### config.mk
export PLATFORM = sky130hd
export DESIGN_NAME = line_mover_top
export DESIGN_NICKNAME = d
export VERILOG_FILES = /design/src/source/line_pkg.sv /design/src/source/line_req_if.sv /design/src/source/line_port.sv /design/src/source/axi_burst_master.sv /design/src/source/line_mover_top.sv
export SDC_FILE = /design/constraint.sdc
export NUM_CORES = 1
export LEC_CHECK = 0
export ABC_AREA = 1
export BUFFER_PORTS_ARGS = -buffer_cell sky130_fd_sc_hd__buf_2
export CORE_AREA = 2 2 550 552
export DETAILED_ROUTE_END_ITERATION = 10
export DIE_AREA = 0 0 552 554
export SLEW_MARGIN = 40
export SYNTH_ARGS = -nofsm -noshare
export SYNTH_HDL_FRONTEND = slang
export SYNTH_SLANG_ARGS = --single-unit
### constraint.sdc
create_clock -name clock -period 34.8 [get_ports clock]
set_input_delay 1.74 -clock clock [delete_from_list [all_inputs] [get_ports clock]]
set_output_delay 1.74 -clock clock [all_outputs]
set_load 0.02 [all_outputs]
### src/source/line_pkg.sv
package line_pkg;

    typedef logic [63:0]  addr_t;
    typedef logic [63:0]  beat_t;
    typedef logic [7:0]   strb_t;
    typedef logic [511:0] line_t;
    typedef logic [1:0]   resp_t;
    typedef logic [3:0]   axi_id_t;

    localparam resp_t RESP_OKAY   = 2'b00;
    localparam resp_t RESP_SLVERR = 2'b10;
    localparam resp_t RESP_DECERR = 2'b11;

    localparam int LINE_BYTES = 64;
    localparam int BEATS      = 8;

    // fixed burst shape, one line per burst
    localparam logic [7:0] BURST_LEN  = 8'd7;    // beats minus one
    localparam logic [2:0] BURST_SIZE = 3'd3;    // 8 bytes per beat
    localparam logic [1:0] BURST_INCR = 2'd1;

    typedef enum logic [1:0] {
        PORT_IDLE,
        PORT_BUSY,
        PORT_DONE
    } port_state_t;

    typedef enum logic [2:0] {
        M_IDLE,
        M_RADDR,
        M_RDATA,
        M_WRITE,    // aw and w run together
        M_WRESP
    } master_state_t;

endpackage

### src/source/line_req_if.sv
`timescale 1ns/100ps

interface line_req_if;

    // request side, held until ready
    logic                valid;
    logic                write;
    line_pkg::addr_t     addr;
    line_pkg::line_t     wdata;

    // answer side, valid only while ready is high
    logic                ready;
    line_pkg::line_t     rdata;
    line_pkg::resp_t     resp;

    modport port_mp (
        output valid,
        output write,
        output addr,
        output wdata,
        input  ready,
        input  rdata,
        input  resp
    );

    modport master_mp (
        input  valid,
        input  write,
        input  addr,
        input  wdata,
        output ready,
        output rdata,
        output resp
    );

endinterface

### src/source/line_port.sv
`timescale 1ns/100ps

module line_port (
    input  logic                clock,
    input  logic                reset,

    input  logic                req_valid_i,
    output logic                req_ready_o,
    input  logic                req_write_i,
    input  line_pkg::addr_t     req_addr_i,
    input  line_pkg::line_t     req_wdata_i,

    output logic                done_o,
    output line_pkg::line_t     done_rdata_o,
    output line_pkg::resp_t     done_resp_o,

    line_req_if.port_mp         lreq
);

    line_pkg::port_state_t state;

    logic                req_write_q;
    line_pkg::addr_t     req_addr_q;
    line_pkg::line_t     req_wdata_q;
    line_pkg::line_t     rdata_q;
    line_pkg::resp_t     resp_q;

    logic accept;
    logic lreq_fire;

    assign accept    = req_valid_i && req_ready_o;
    assign lreq_fire = lreq.valid && lreq.ready;

    always_ff @(posedge clock) begin
        if (reset) begin
            state <= line_pkg::PORT_IDLE;
        end else begin
            case (state)
                line_pkg::PORT_IDLE: begin
                    if (accept) begin
                        state <= line_pkg::PORT_BUSY;
                    end
                end
                line_pkg::PORT_BUSY: begin
                    if (lreq_fire) begin
                        state <= line_pkg::PORT_DONE;
                    end
                end
                line_pkg::PORT_DONE: begin
                    state <= line_pkg::PORT_IDLE;  // done pulse is a single cycle
                end
                default: begin
                    state <= line_pkg::PORT_IDLE;
                end
            endcase
        end
    end

    // request and answer payload
    always_ff @(posedge clock) begin
        if (accept) begin
            req_write_q <= req_write_i;
            req_addr_q  <= req_addr_i & ~line_pkg::addr_t'(line_pkg::LINE_BYTES - 1);
            req_wdata_q <= req_wdata_i;
        end
        if (lreq_fire) begin
            rdata_q <= lreq.rdata;
            resp_q  <= lreq.resp;
        end
    end

    assign req_ready_o = (state == line_pkg::PORT_IDLE);
    assign done_o      = (state == line_pkg::PORT_DONE);

    assign done_rdata_o = rdata_q;
    assign done_resp_o  = resp_q;

    assign lreq.valid = (state == line_pkg::PORT_BUSY);
    assign lreq.write = req_write_q;
    assign lreq.addr  = req_addr_q;    // already line aligned
    assign lreq.wdata = req_wdata_q;

endmodule

### src/source/axi_burst_master.sv
`timescale 1ns/100ps

module axi_burst_master (
    input  logic                   clock,
    input  logic                   reset,

    line_req_if.master_mp          lreq,

    // read address / read data
    output logic                   axi_ar_valid_o,
    input  logic                   axi_ar_ready_i,
    output line_pkg::addr_t        axi_ar_addr_o,
    output line_pkg::axi_id_t      axi_ar_id_o,
    output logic [7:0]             axi_ar_len_o,
    output logic [2:0]             axi_ar_size_o,
    output logic [1:0]             axi_ar_burst_o,
    input  logic                   axi_r_valid_i,
    output logic                   axi_r_ready_o,
    input  line_pkg::beat_t        axi_r_data_i,
    input  line_pkg::resp_t        axi_r_resp_i,
    input  logic                   axi_r_last_i,
    input  line_pkg::axi_id_t      axi_r_id_i,

    // write address / write data / write response
    output logic                   axi_aw_valid_o,
    input  logic                   axi_aw_ready_i,
    output line_pkg::addr_t        axi_aw_addr_o,
    output line_pkg::axi_id_t      axi_aw_id_o,
    output logic [7:0]             axi_aw_len_o,
    output logic [2:0]             axi_aw_size_o,
    output logic [1:0]             axi_aw_burst_o,
    output logic                   axi_w_valid_o,
    input  logic                   axi_w_ready_i,
    output line_pkg::beat_t        axi_w_data_o,
    output line_pkg::strb_t        axi_w_strb_o,
    output logic                   axi_w_last_o,
    input  logic                   axi_b_valid_i,
    output logic                   axi_b_ready_o,
    input  line_pkg::resp_t        axi_b_resp_i,
    input  line_pkg::axi_id_t      axi_b_id_i
);

    line_pkg::master_state_t state;

    logic [$clog2(line_pkg::BEATS)-1:0] beat_cnt;

    logic                ready_q;
    logic                aw_done;
    logic                w_done;
    line_pkg::line_t     rdata_q;
    line_pkg::resp_t     resp_q;

    logic                ar_fire;
    logic                r_fire;
    logic                aw_fire;
    logic                w_fire;
    logic                b_fire;
    logic                new_req;
    line_pkg::resp_t     r_beat_resp;
    line_pkg::resp_t     b_chk_resp;

    assign ar_fire = axi_ar_valid_o && axi_ar_ready_i;
    assign r_fire  = axi_r_valid_i && axi_r_ready_o;
    assign aw_fire = axi_aw_valid_o && axi_aw_ready_i;
    assign w_fire  = axi_w_valid_o && axi_w_ready_i;
    assign b_fire  = axi_b_valid_i && axi_b_ready_o;

    // valid is still up in the cycle ready pulses, skip it there
    assign new_req = lreq.valid && !ready_q;

    // a foreign id counts as a slave error
    assign r_beat_resp = (axi_r_id_i == '0) ? axi_r_resp_i : line_pkg::RESP_SLVERR;
    assign b_chk_resp  = (axi_b_id_i == '0) ? axi_b_resp_i : line_pkg::RESP_SLVERR;

    always_ff @(posedge clock) begin
        if (reset) begin
            state    <= line_pkg::M_IDLE;
            ready_q  <= 1'b0;
            aw_done  <= 1'b0;
            w_done   <= 1'b0;
            beat_cnt <= '0;
        end else begin
            ready_q <= 1'b0;
            case (state)
                line_pkg::M_IDLE: begin
                    if (new_req) begin
                        beat_cnt <= '0;
                        aw_done  <= 1'b0;
                        w_done   <= 1'b0;
                        state    <= lreq.write ? line_pkg::M_WRITE : line_pkg::M_RADDR;
                    end
                end
                line_pkg::M_RADDR: begin
                    if (ar_fire) begin
                        state <= line_pkg::M_RDATA;
                    end
                end
                line_pkg::M_RDATA: begin
                    if (r_fire) begin
                        beat_cnt <= beat_cnt + 1'b1;
                        if (axi_r_last_i) begin
                            ready_q <= 1'b1;
                            state   <= line_pkg::M_IDLE;
                        end
                    end
                end
                line_pkg::M_WRITE: begin
                    if (aw_fire) begin
                        aw_done <= 1'b1;
                    end
                    if (w_fire) begin
                        beat_cnt <= beat_cnt + 1'b1;
                        if (axi_w_last_o) begin
                            w_done <= 1'b1;
                        end
                    end
                    // both phases complete, possibly in this very cycle
                    if ((aw_done || aw_fire) && (w_done || (w_fire && axi_w_last_o))) begin
                        state <= line_pkg::M_WRESP;
                    end
                end
                line_pkg::M_WRESP: begin
                    if (b_fire) begin
                        ready_q <= 1'b1;
                        state   <= line_pkg::M_IDLE;
                    end
                end
                default: begin
                    state <= line_pkg::M_IDLE;
                end
            endcase
        end
    end

    // read line assembly and merged response
    always_ff @(posedge clock) begin
        if (state == line_pkg::M_IDLE) begin
            resp_q <= line_pkg::RESP_OKAY;
        end
        if (r_fire) begin
            rdata_q[beat_cnt * $bits(line_pkg::beat_t) +: $bits(line_pkg::beat_t)] <= axi_r_data_i;
            if (resp_q == line_pkg::RESP_OKAY) begin
                resp_q <= r_beat_resp;   // first error sticks
            end
        end
        if (b_fire) begin
            resp_q <= b_chk_resp;
        end
    end

    assign lreq.ready = ready_q;
    assign lreq.rdata = rdata_q;
    assign lreq.resp  = resp_q;

    assign axi_ar_valid_o = (state == line_pkg::M_RADDR);
    assign axi_ar_addr_o  = lreq.addr;
    assign axi_ar_id_o    = '0;
    assign axi_ar_len_o   = line_pkg::BURST_LEN;
    assign axi_ar_size_o  = line_pkg::BURST_SIZE;
    assign axi_ar_burst_o = line_pkg::BURST_INCR;
    assign axi_r_ready_o  = (state == line_pkg::M_RDATA);

    assign axi_aw_valid_o = (state == line_pkg::M_WRITE) && !aw_done;
    assign axi_aw_addr_o  = lreq.addr;
    assign axi_aw_id_o    = '0;
    assign axi_aw_len_o   = line_pkg::BURST_LEN;
    assign axi_aw_size_o  = line_pkg::BURST_SIZE;
    assign axi_aw_burst_o = line_pkg::BURST_INCR;

    assign axi_w_valid_o = (state == line_pkg::M_WRITE) && !w_done;
    assign axi_w_data_o  = lreq.wdata[beat_cnt * $bits(line_pkg::beat_t) +:
                                      $bits(line_pkg::beat_t)];
    assign axi_w_strb_o  = '1;   // whole line every time
    assign axi_w_last_o  = (beat_cnt == line_pkg::BURST_LEN[$bits(beat_cnt)-1:0]);
    assign axi_b_ready_o = (state == line_pkg::M_WRESP);

endmodule

### src/source/line_mover_top.sv
`timescale 1ns/100ps

module line_mover_top (
    input  logic                   clock,
    input  logic                   reset,

    // cache side
    input  logic                   req_valid_i,
    output logic                   req_ready_o,
    input  logic                   req_write_i,
    input  line_pkg::addr_t        req_addr_i,
    input  line_pkg::line_t        req_wdata_i,
    output logic                   done_o,
    output line_pkg::line_t        done_rdata_o,
    output line_pkg::resp_t        done_resp_o,

    // AXI4 memory side
    output logic                   axi_ar_valid_o,
    input  logic                   axi_ar_ready_i,
    output line_pkg::addr_t        axi_ar_addr_o,
    output line_pkg::axi_id_t      axi_ar_id_o,
    output logic [7:0]             axi_ar_len_o,
    output logic [2:0]             axi_ar_size_o,
    output logic [1:0]             axi_ar_burst_o,
    input  logic                   axi_r_valid_i,
    output logic                   axi_r_ready_o,
    input  line_pkg::beat_t        axi_r_data_i,
    input  line_pkg::resp_t        axi_r_resp_i,
    input  logic                   axi_r_last_i,
    input  line_pkg::axi_id_t      axi_r_id_i,

    output logic                   axi_aw_valid_o,
    input  logic                   axi_aw_ready_i,
    output line_pkg::addr_t        axi_aw_addr_o,
    output line_pkg::axi_id_t      axi_aw_id_o,
    output logic [7:0]             axi_aw_len_o,
    output logic [2:0]             axi_aw_size_o,
    output logic [1:0]             axi_aw_burst_o,
    output logic                   axi_w_valid_o,
    input  logic                   axi_w_ready_i,
    output line_pkg::beat_t        axi_w_data_o,
    output line_pkg::strb_t        axi_w_strb_o,
    output logic                   axi_w_last_o,
    input  logic                   axi_b_valid_i,
    output logic                   axi_b_ready_o,
    input  line_pkg::resp_t        axi_b_resp_i,
    input  line_pkg::axi_id_t      axi_b_id_i
);

    line_req_if lreq_if ();

    line_port u_line_port (
        .clock        (clock),
        .reset        (reset),
        .req_valid_i  (req_valid_i),
        .req_ready_o  (req_ready_o),
        .req_write_i  (req_write_i),
        .req_addr_i   (req_addr_i),
        .req_wdata_i  (req_wdata_i),
        .done_o       (done_o),
        .done_rdata_o (done_rdata_o),
        .done_resp_o  (done_resp_o),
        .lreq         (lreq_if.port_mp)
    );

    axi_burst_master u_axi_burst_master (
        .clock          (clock),
        .reset          (reset),
        .lreq           (lreq_if.master_mp),
        .axi_ar_valid_o (axi_ar_valid_o),
        .axi_ar_ready_i (axi_ar_ready_i),
        .axi_ar_addr_o  (axi_ar_addr_o),
        .axi_ar_id_o    (axi_ar_id_o),
        .axi_ar_len_o   (axi_ar_len_o),
        .axi_ar_size_o  (axi_ar_size_o),
        .axi_ar_burst_o (axi_ar_burst_o),
        .axi_r_valid_i  (axi_r_valid_i),
        .axi_r_ready_o  (axi_r_ready_o),
        .axi_r_data_i   (axi_r_data_i),
        .axi_r_resp_i   (axi_r_resp_i),
        .axi_r_last_i   (axi_r_last_i),
        .axi_r_id_i     (axi_r_id_i),
        .axi_aw_valid_o (axi_aw_valid_o),
        .axi_aw_ready_i (axi_aw_ready_i),
        .axi_aw_addr_o  (axi_aw_addr_o),
        .axi_aw_id_o    (axi_aw_id_o),
        .axi_aw_len_o   (axi_aw_len_o),
        .axi_aw_size_o  (axi_aw_size_o),
        .axi_aw_burst_o (axi_aw_burst_o),
        .axi_w_valid_o  (axi_w_valid_o),
        .axi_w_ready_i  (axi_w_ready_i),
        .axi_w_data_o   (axi_w_data_o),
        .axi_w_strb_o   (axi_w_strb_o),
        .axi_w_last_o   (axi_w_last_o),
        .axi_b_valid_i  (axi_b_valid_i),
        .axi_b_ready_o  (axi_b_ready_o),
        .axi_b_resp_i   (axi_b_resp_i),
        .axi_b_id_i     (axi_b_id_i)
    );

endmodule

==> flow_summary.json, run 1 <==
{
  "cts_root_buf": "clkbuf_16",
  "die_h_um": 554,
  "worst_clock_skew_ns": 0.0522,
  "track_usage_pct": 14.7,
  "hp-class": "register to register",
  "finalCritPeriodShare_pct": 17.8,
  "synth-compound-area-share_pct": 3.45,
  "overflow": 0,
  "synth_xor_area_share_pct": 0,
  "port-buffer-count": 1357,
  "critPathMaxFanout": 129,
  "cts.repair.resized": 0,
  "start_util_pct": 19.4,
  "synth_top_family_by_area": "simple AND/OR/NAND/NOR gates",
  "ys_seq_area_share_pct": 83.2,
  "synth.area.top_cells": "edfxtp_1 83%, nor2_1 5.7%, o21ai_0 2.2%, buf_4 1.7%, nand2_1 1.7%",
  "ant_nets": 0,
  "globalplace.congestion": 0.948,
  "nNetsFinal": 5770,
  "floorplan.die_area_um2": 306000,
  "num_vias": 36523,
  "synth.avg_cell_area_um2": 15.5,
  "antenna_found_initial": 74,
  "num_io_pins": 1418,
  "drv_slew": 0,
  "yosys.area_share.simple_pct": 9.25,
  "hold_viol": 0,
  "wl_per_cell_um": 25.3,
  "syn2layout_area_growth_pct": 29.0,
  "yosysTopAreaCell": "edfxtp_1",
  "synth-seq-cells": 1610,
  "routed_wl_um": 233000,
  "grt_pass1_wl_um": 308000,
  "timing.rr.end": "u_axi_burst_master.lreq.rdata[199]",
  "arrival_ns": 4.45,
  "die_w_um": 552,
  "core_um2": 299000,
  "crit_path_start": "u_axi_burst_master.beat_cnt[0]",
  "finalSetupViolCount": 0,
  "endpoint_kind": "output pin",
  "post_cts_buffers": 0,
  "cts.clk_slew.worst_paths_ns": 0.06,
  "fmax_ghz": 0.161,
  "cp.required_ns": 33.06,
  "h-tree-depth": 4,
  "cts_hold_buf": 0,
  "fin_tns_setup_ns": 0,
  "dp_hpwl_um": 176000,
  "drc_errors": 0,
  "synthAdderAreaFrac_pct": 0.0864,
  "layout_commonest_cell": "edfxtp_1",
  "dr.pass1.iters": 6,
  "power.density_nw_per_um2": 70.3,
  "yosys_warnings": 0,
  "rows": 201,
  "rsz0062_at_grt": "no",
  "netlist_area_um2": 58000,
  "cts_buffers": 177,
  "cts_tree": "yes",
  "p_leak_uw": 0.0271,
  "synth_cell_type_count": 29,
  "relSlewSlack_pct": 36.3,
  "maxCapViolations": 0,
  "clock_tree.buffer_depth": 4,
  "r2r_slack_ns": 29.72,
  "worstSetupPathType": "register to output pin",
  "vdd_drop_max_v": 0.0000571,
  "netlist_instances": 3743,
  "clkSinkCount": 1610,
  "status": "completed",
  "rr_worst_depth": 9,
  "synth_mux_area_share_pct": 0,
  "drt_iter0_markers": 3967,
  "final_cell_mix": "1597 x edfxtp_1, 1357 x buf_2, 868 x nor2_1",
  "drive_above_1_share_pct": 33.3,
  "viasPerCell": 3.95,
  "rr_startpoint": "u_axi_burst_master.beat_cnt[1]",
  "clock_latency_ns": 0.83,
  "critPathCapture": "axi_w_data_o[49]",
  "whs_ns": 0.399,
  "netlist.area_leader.share_pct": 82.7,
  "worst_pin_slew_ns": 0.946,
  "layout_min_cycle_time_ns": 6.19,
  "cp-start-kind": "register",
  "grt_pass1_vias": 36374,
  "grt_max_degree": 132
}
==> cell usage after synthesis (all sizes together) <==
cell type	number
clkbuf	63
conb	2
o21ai	260
nor3	101
nand3b	2
ha	4
a21oi	43
o311ai	29
inv	140
nand2	256
buf	236
dfxtp	13
a31oi	35
nor2	881
and2	1
edfxtp	1597
nand3	78
nand4	2
==> power by group <==
| group | total (µW) | internal, µW | switching [µW] | leakage (µW) |
|---|---|---|---|---|
| registers | 2250 | 2220 | 37.4 | 0.0154 |
| logic | 1170 | 251 | 921 | 0.00893 |
| clock network | 1830 | 1040 | 789 | 0.00271 |
==> registers in the layout, indices dropped and copies added (netlist names) <==
signal and cells:
u_axi_burst_master.lreq.rdata 512, u_line_port.done_rdata_o 512, u_line_port.lreq.wdata 512, u_line_port.lreq.addr 58
u_axi_burst_master.beat_cnt 3, u_axi_burst_master.state 3, u_axi_burst_master.lreq.resp 2, u_line_port.done_resp_o 2
u_line_port.state 2, u_axi_burst_master.aw_done 1, u_axi_burst_master.lreq.ready 1, u_axi_burst_master.w_done 1
u_line_port.lreq.write 1
==> worst max-delay path, cell delays in order, from the launching register on <==
cell,delay [ns]
dfxtp_4,0.42
clkinv_8,0.30
buf_12,0.41
buf_4,0.62
nor2_1,0.08
o21ai_0,0.45
a21oi_1,0.11
a31oi_1,0.57
buf_2,0.29
==> worst min-delay path by stage <==
stage                                            start                             to  slack (ns)  depth (start not counted)
floorplan             u_axi_burst_master.lreq.rdata[0]    u_line_port.done_rdata_o[0]        0.40                          0
finish              u_axi_burst_master.lreq.rdata[309]  u_line_port.done_rdata_o[309]        0.40                          0
global route        u_axi_burst_master.lreq.rdata[194]  u_line_port.done_rdata_o[194]        0.40                          0
detailed placement  u_axi_burst_master.lreq.rdata[168]  u_line_port.done_rdata_o[168]        0.40                          0
global placement    u_axi_burst_master.lreq.rdata[104]  u_line_port.done_rdata_o[104]        0.40                          0
CTS                 u_axi_burst_master.lreq.rdata[309]  u_line_port.done_rdata_o[309]        0.39                          0
==> area by class of cell <==
class	count	area, µm²
tap	3958	4950
sequential	1610	48200
fill	31036	225000
inverter	140	556
clock buffer	219	4690
timing repair buffer	1429	7550
clock inverter	98	918
multi-input combinational	1746	7760
antenna	46	115
==> per-stage QoR <==
step | total power (µW) | cells | worst slack (ns) | instance area, µm² | utilization, %
2_1_floorplan | 2960 | 3795 | 11.65 | 58200 | -
3_3_place_gp | 3480 | 8875 | 28.42 | 68800 | 23.0
3_5_place_dp | 3500 | 8883 | 28.57 | 69000 | 23.1
4_1_cts | 5340 | 9200 | 28.38 | 74600 | 24.9
5_1_grt | 5470 | 9229 | 28.36 | 74700 | 25.0
6_report | 5250 | 9246 | 28.61 | 74800 | 25.0
==> metal layers <==
metal  share of wire, %  vias to the layer above  track usage, %  routed length [µm]
li1                   -                    16004               -                   -
met1                 35                    18014            15.6               81100
met2                 53                     2067            27.4              124000
met3                6.6                      422            2.81               15300
met4                5.5                       16            7.40               13000
met5              0.043                        -               0                 101
==> cell families (layout without fill, tap and decap cells) <==
kind of cell    count (synthesis)  after routing
flops                        1610           1610
other cells                     2            100
buf+inv                       439           1886
simple gates                 1321           1321
compound gates                367            367
fa+ha+maj                       4              4
Note: power is estimated with default switching activity, not from simulation.
==> inputs of run 2 (changes only) <==
--- a/config.mk
+++ b/config.mk
@@ -5,11 +5,11 @@
 export SDC_FILE = /design/constraint.sdc
 export NUM_CORES = 1
 export LEC_CHECK = 0
-export ABC_AREA = 1
+export ABC_AREA = 0
 export BUFFER_PORTS_ARGS = -buffer_cell sky130_fd_sc_hd__buf_2
-export CORE_AREA = 2 2 550 552
+export CORE_AREA = 2 2 544 546
 export DETAILED_ROUTE_END_ITERATION = 10
-export DIE_AREA = 0 0 552 554
+export DIE_AREA = 0 0 546 548
 export SLEW_MARGIN = 40
 export SYNTH_ARGS = -nofsm -noshare
 export SYNTH_HDL_FRONTEND = slang
==> constraint.sdc (replaced) <==
create_clock -name clock -period 5.1 [get_ports clock]
set_input_delay 0.255 -clock clock [delete_from_list [all_inputs] [get_ports clock]]
set_output_delay 0.255 -clock clock [all_outputs]
set_load 0.02 [all_outputs]
==> run 2 against run 1 <==
Combinational power increased by 110%; die area shrank 2.2%; via count shrank 4.5%; sequential cell count did not move; critical path depth decreased by 2; clock power rose to 6.9 times the previous value; count of clock-buffer cells in the layout decreased by 6; global-route usage fell by 0.49 points; highest routed layer unchanged; register-to-register slack worse by 28 ns; sequential share of layout area decreased by 4.6 points; cell count shrank 2.5%; wire length shrank 4.8%.
==> flow_summary.json, run 2 <==
{
  "final_area_um2": 80600,
  "status": "completed",
  "p_total_uw": 30300,
  "netlist.area_leader.share_pct": 84.6,
  "routed_wl_um": 222000,
  "netlist_area_um2": 56700,
  "clock_tree.buffer_depth": 4,
  "overflow": 0,
  "dp_hpwl_um": 161000,
  "track_usage_pct": 14.2,
  "port-buffer-count": 1357,
  "syn2layout_area_growth_pct": 42.1,
  "finalCritPeriodShare_pct": 77.1,
  "arrival_ns": 3.68,
  "critPathMaxFanout": 62,
  "vdd_drop_max_v": 0.000327,
  "viasPerCell": 3.87,
  "power.density_nw_per_um2": 376,
  "fmax_ghz": 0.254,
  "h-tree-depth": 4,
  "nNetsFinal": 5564,
  "worst_clock_skew_ns": 0.0491,
  "placedCellCount": 7981,
  "async_reset_ff_share_pct": 0,
  "die_h_um": 548,
  "hold_viol": 0,
  "fin_cells": 9012,
  "grt_pass1_wl_um": 294000,
  "globalplace.congestion": 0.898,
  "worstSetupPathType": "register to output pin",
  "layout_commonest_cell": "edfxtp_1",
  "dpl_cell_area_um2": 68100,
  "start_util_pct": 19.3,
  "clkSinkCount": 1610,
  "synth_cell_type_count": 47,
  "synth_commonest_cells": "1597 x edfxtp_1, 251 x nand2_1, 218 x nor2_1, 193 x and2_1, 128 x mux4_2",
  "dr.pass1.iters": 5,
  "ys_seq_area_share_pct": 85.1,
  "p_leak_uw": 0.0302,
  "num_vias": 34864,
  "wl_per_cell_um": 24.7,
  "synth-seq-cells": 1610,
  "synth_flop_cell": "edfxtp_1",
  "cts_buffers": 176,
  "cp.required_ns": 4.85,
  "dpl_worst_slack_ns": 1.24,
  "maxCapViolations": 0,
  "synth.area.top_cells": "edfxtp_1 85%, mux4_2 5.1%, and2_1 2.1%, nand2_1 1.7%, buf_4 1.5%",
  "fin_tns_setup_ns": 0,
  "drt_iter0_markers": 3128,
  "ant_nets": 0,
  "yosys_warnings": 0,
  "cts_tree": "yes",
  "busiest_layer": "met2",
  "cts.clk_slew.worst_paths_ns": 0.06,
  "die_w_um": 546,
  "relSlewSlack_pct": 41.9,
  "grt_max_degree": 148,
  "synth-edff-count": 1597,
  "use_met3_pct": 2.72,
  "layout_min_cycle_time_ns": 3.93,
  "cp-start-kind": "register",
  "endpoint_kind": "output pin",
  "rows": 199,
  "finalWorstSetupSlack_ns": 1.17,
  "cts_root_buf": "clkbuf_16",
  "netlist_instances": 2832,
  "drive_above_1_share_pct": 36.2,
  "grt.met1_usage_pct": 15.6,
  "cts.repair.resized": 0,
  "grt_pass1_vias": 35123,
  "drc_errors": 0,
  "core_um2": 293000,
  "post_cts_buffers": 0,
  "worst_pin_slew_ns": 0.872,
  "rsz0062_at_grt": "no",
  "final_cell_mix": "1597 x edfxtp_1, 1357 x buf_2, 655 x dlygate4sd3_1",
  "synth_most_common_cell": "edfxtp_1",
  "use_met2_pct": 26.2,
  "synth.avg_cell_area_um2": 20.0,
  "yosysTopAreaCell": "edfxtp_1",
  "num_io_pins": 1418,
  "drv_slew": 0,
  "hp-class": "input pin to register",
  "antenna_found_initial": 99,
  "clock_latency_ns": 0.85,
  "floorplan.die_area_um2": 299000,
  "finalSetupViolCount": 0
}
run 2: changes by cell type after synthesis, sizes merged, moves of 74 or more:
cell	change
o21ai	-256
inv	-134
nand3	-74
nor3	-93
and3	+121
and2	+192
buf	-93
nor2	-663
mux4	+128
run 2: logic make-up (layout without fill, tap and decap cells):
family | count (synthesis) | in the layout | synth area share, %
AO/OA/AOI/OAI | 24 | 24 | 0.294
other | 2 | 107 | 0.0132
adder cells (fa/ha/maj) | 4 | 4 | 0.0883
multiplexers | 129 | 129 | 5.10
flip-flops | 1610 | 1610 | 85.1
buffers and inverters | 239 | 2395 | 2.38
AND/OR/NAND/NOR | 824 | 824 | 7.06
run 2: layout make-up:
| cell class | instances | area, µm² |
|---|---|---|
| Multi-Input combinational cell | 1035 | 7490 |
| Tap cell | 3919 | 4900 |
| Fill cell | 29275 | 213000 |
| Clock buffer | 213 | 4580 |
| Clock inverter | 107 | 1140 |
| Inverter | 6 | 25.0 |
| Antenna cell | 53 | 133 |
| Sequential cell | 1610 | 48200 |
| Timing Repair Buffer | 2069 | 14100 |
run 2: metal layers:
layer  wire, µm  up-vias
met3      14600      438
li1           -    14824
met2     117000     1990
met1      79600    17602
met5         69        -
met4      11700       10
run 2: power breakdown:
part           internal [µW]  switching (µW)
Sequential             14900             170
Combinational           1040            1470
Clock                   7210            5470
Total                  23200            7110
run 2: path summary, 6_finish.rpt:
check	start	to	slack, ns	cells after the start
max	u_axi_burst_master.beat_cnt[1]	axi_w_data_o[17]	1.17	6
min	axi_r_data_i[7]	u_axi_burst_master.lreq.rdata[7]	0.06	2
max reg2reg	u_axi_burst_master.beat_cnt[2]	u_axi_burst_master.lreq.rdata[218]	1.39	7
min reg2reg	u_axi_burst_master.lreq.rdata[218]	u_line_port.done_rdata_o[218]	0.39	0
run 2: critical path, cell delays in order (launching register included):
cell	delay, ns
dfxtp_4	0.57
buf_6	0.57
buf_6	0.57
mux4_2	0.41
nand2_1	0.15
nand2_1	0.16
buf_2	0.20
run 2: metrics by stage:
stage          hold slack [ns]  util, %
2_1_floorplan            0.345        -
3_3_place_gp             0.401     23.2
3_5_place_dp             0.405     23.2
4_1_cts                0.00225     27.4
5_1_grt                 0.0288     27.5
6_report                0.0600     27.5
run 2: what timing repair did:
| action | 4_1_cts | 5_1_grt |
|---|---|---|
| endpoints found under the hold margin | 967 | 0 |
| setup endpoints to repair | 0 | 0 |
| hold buffers | 655 | 0 |
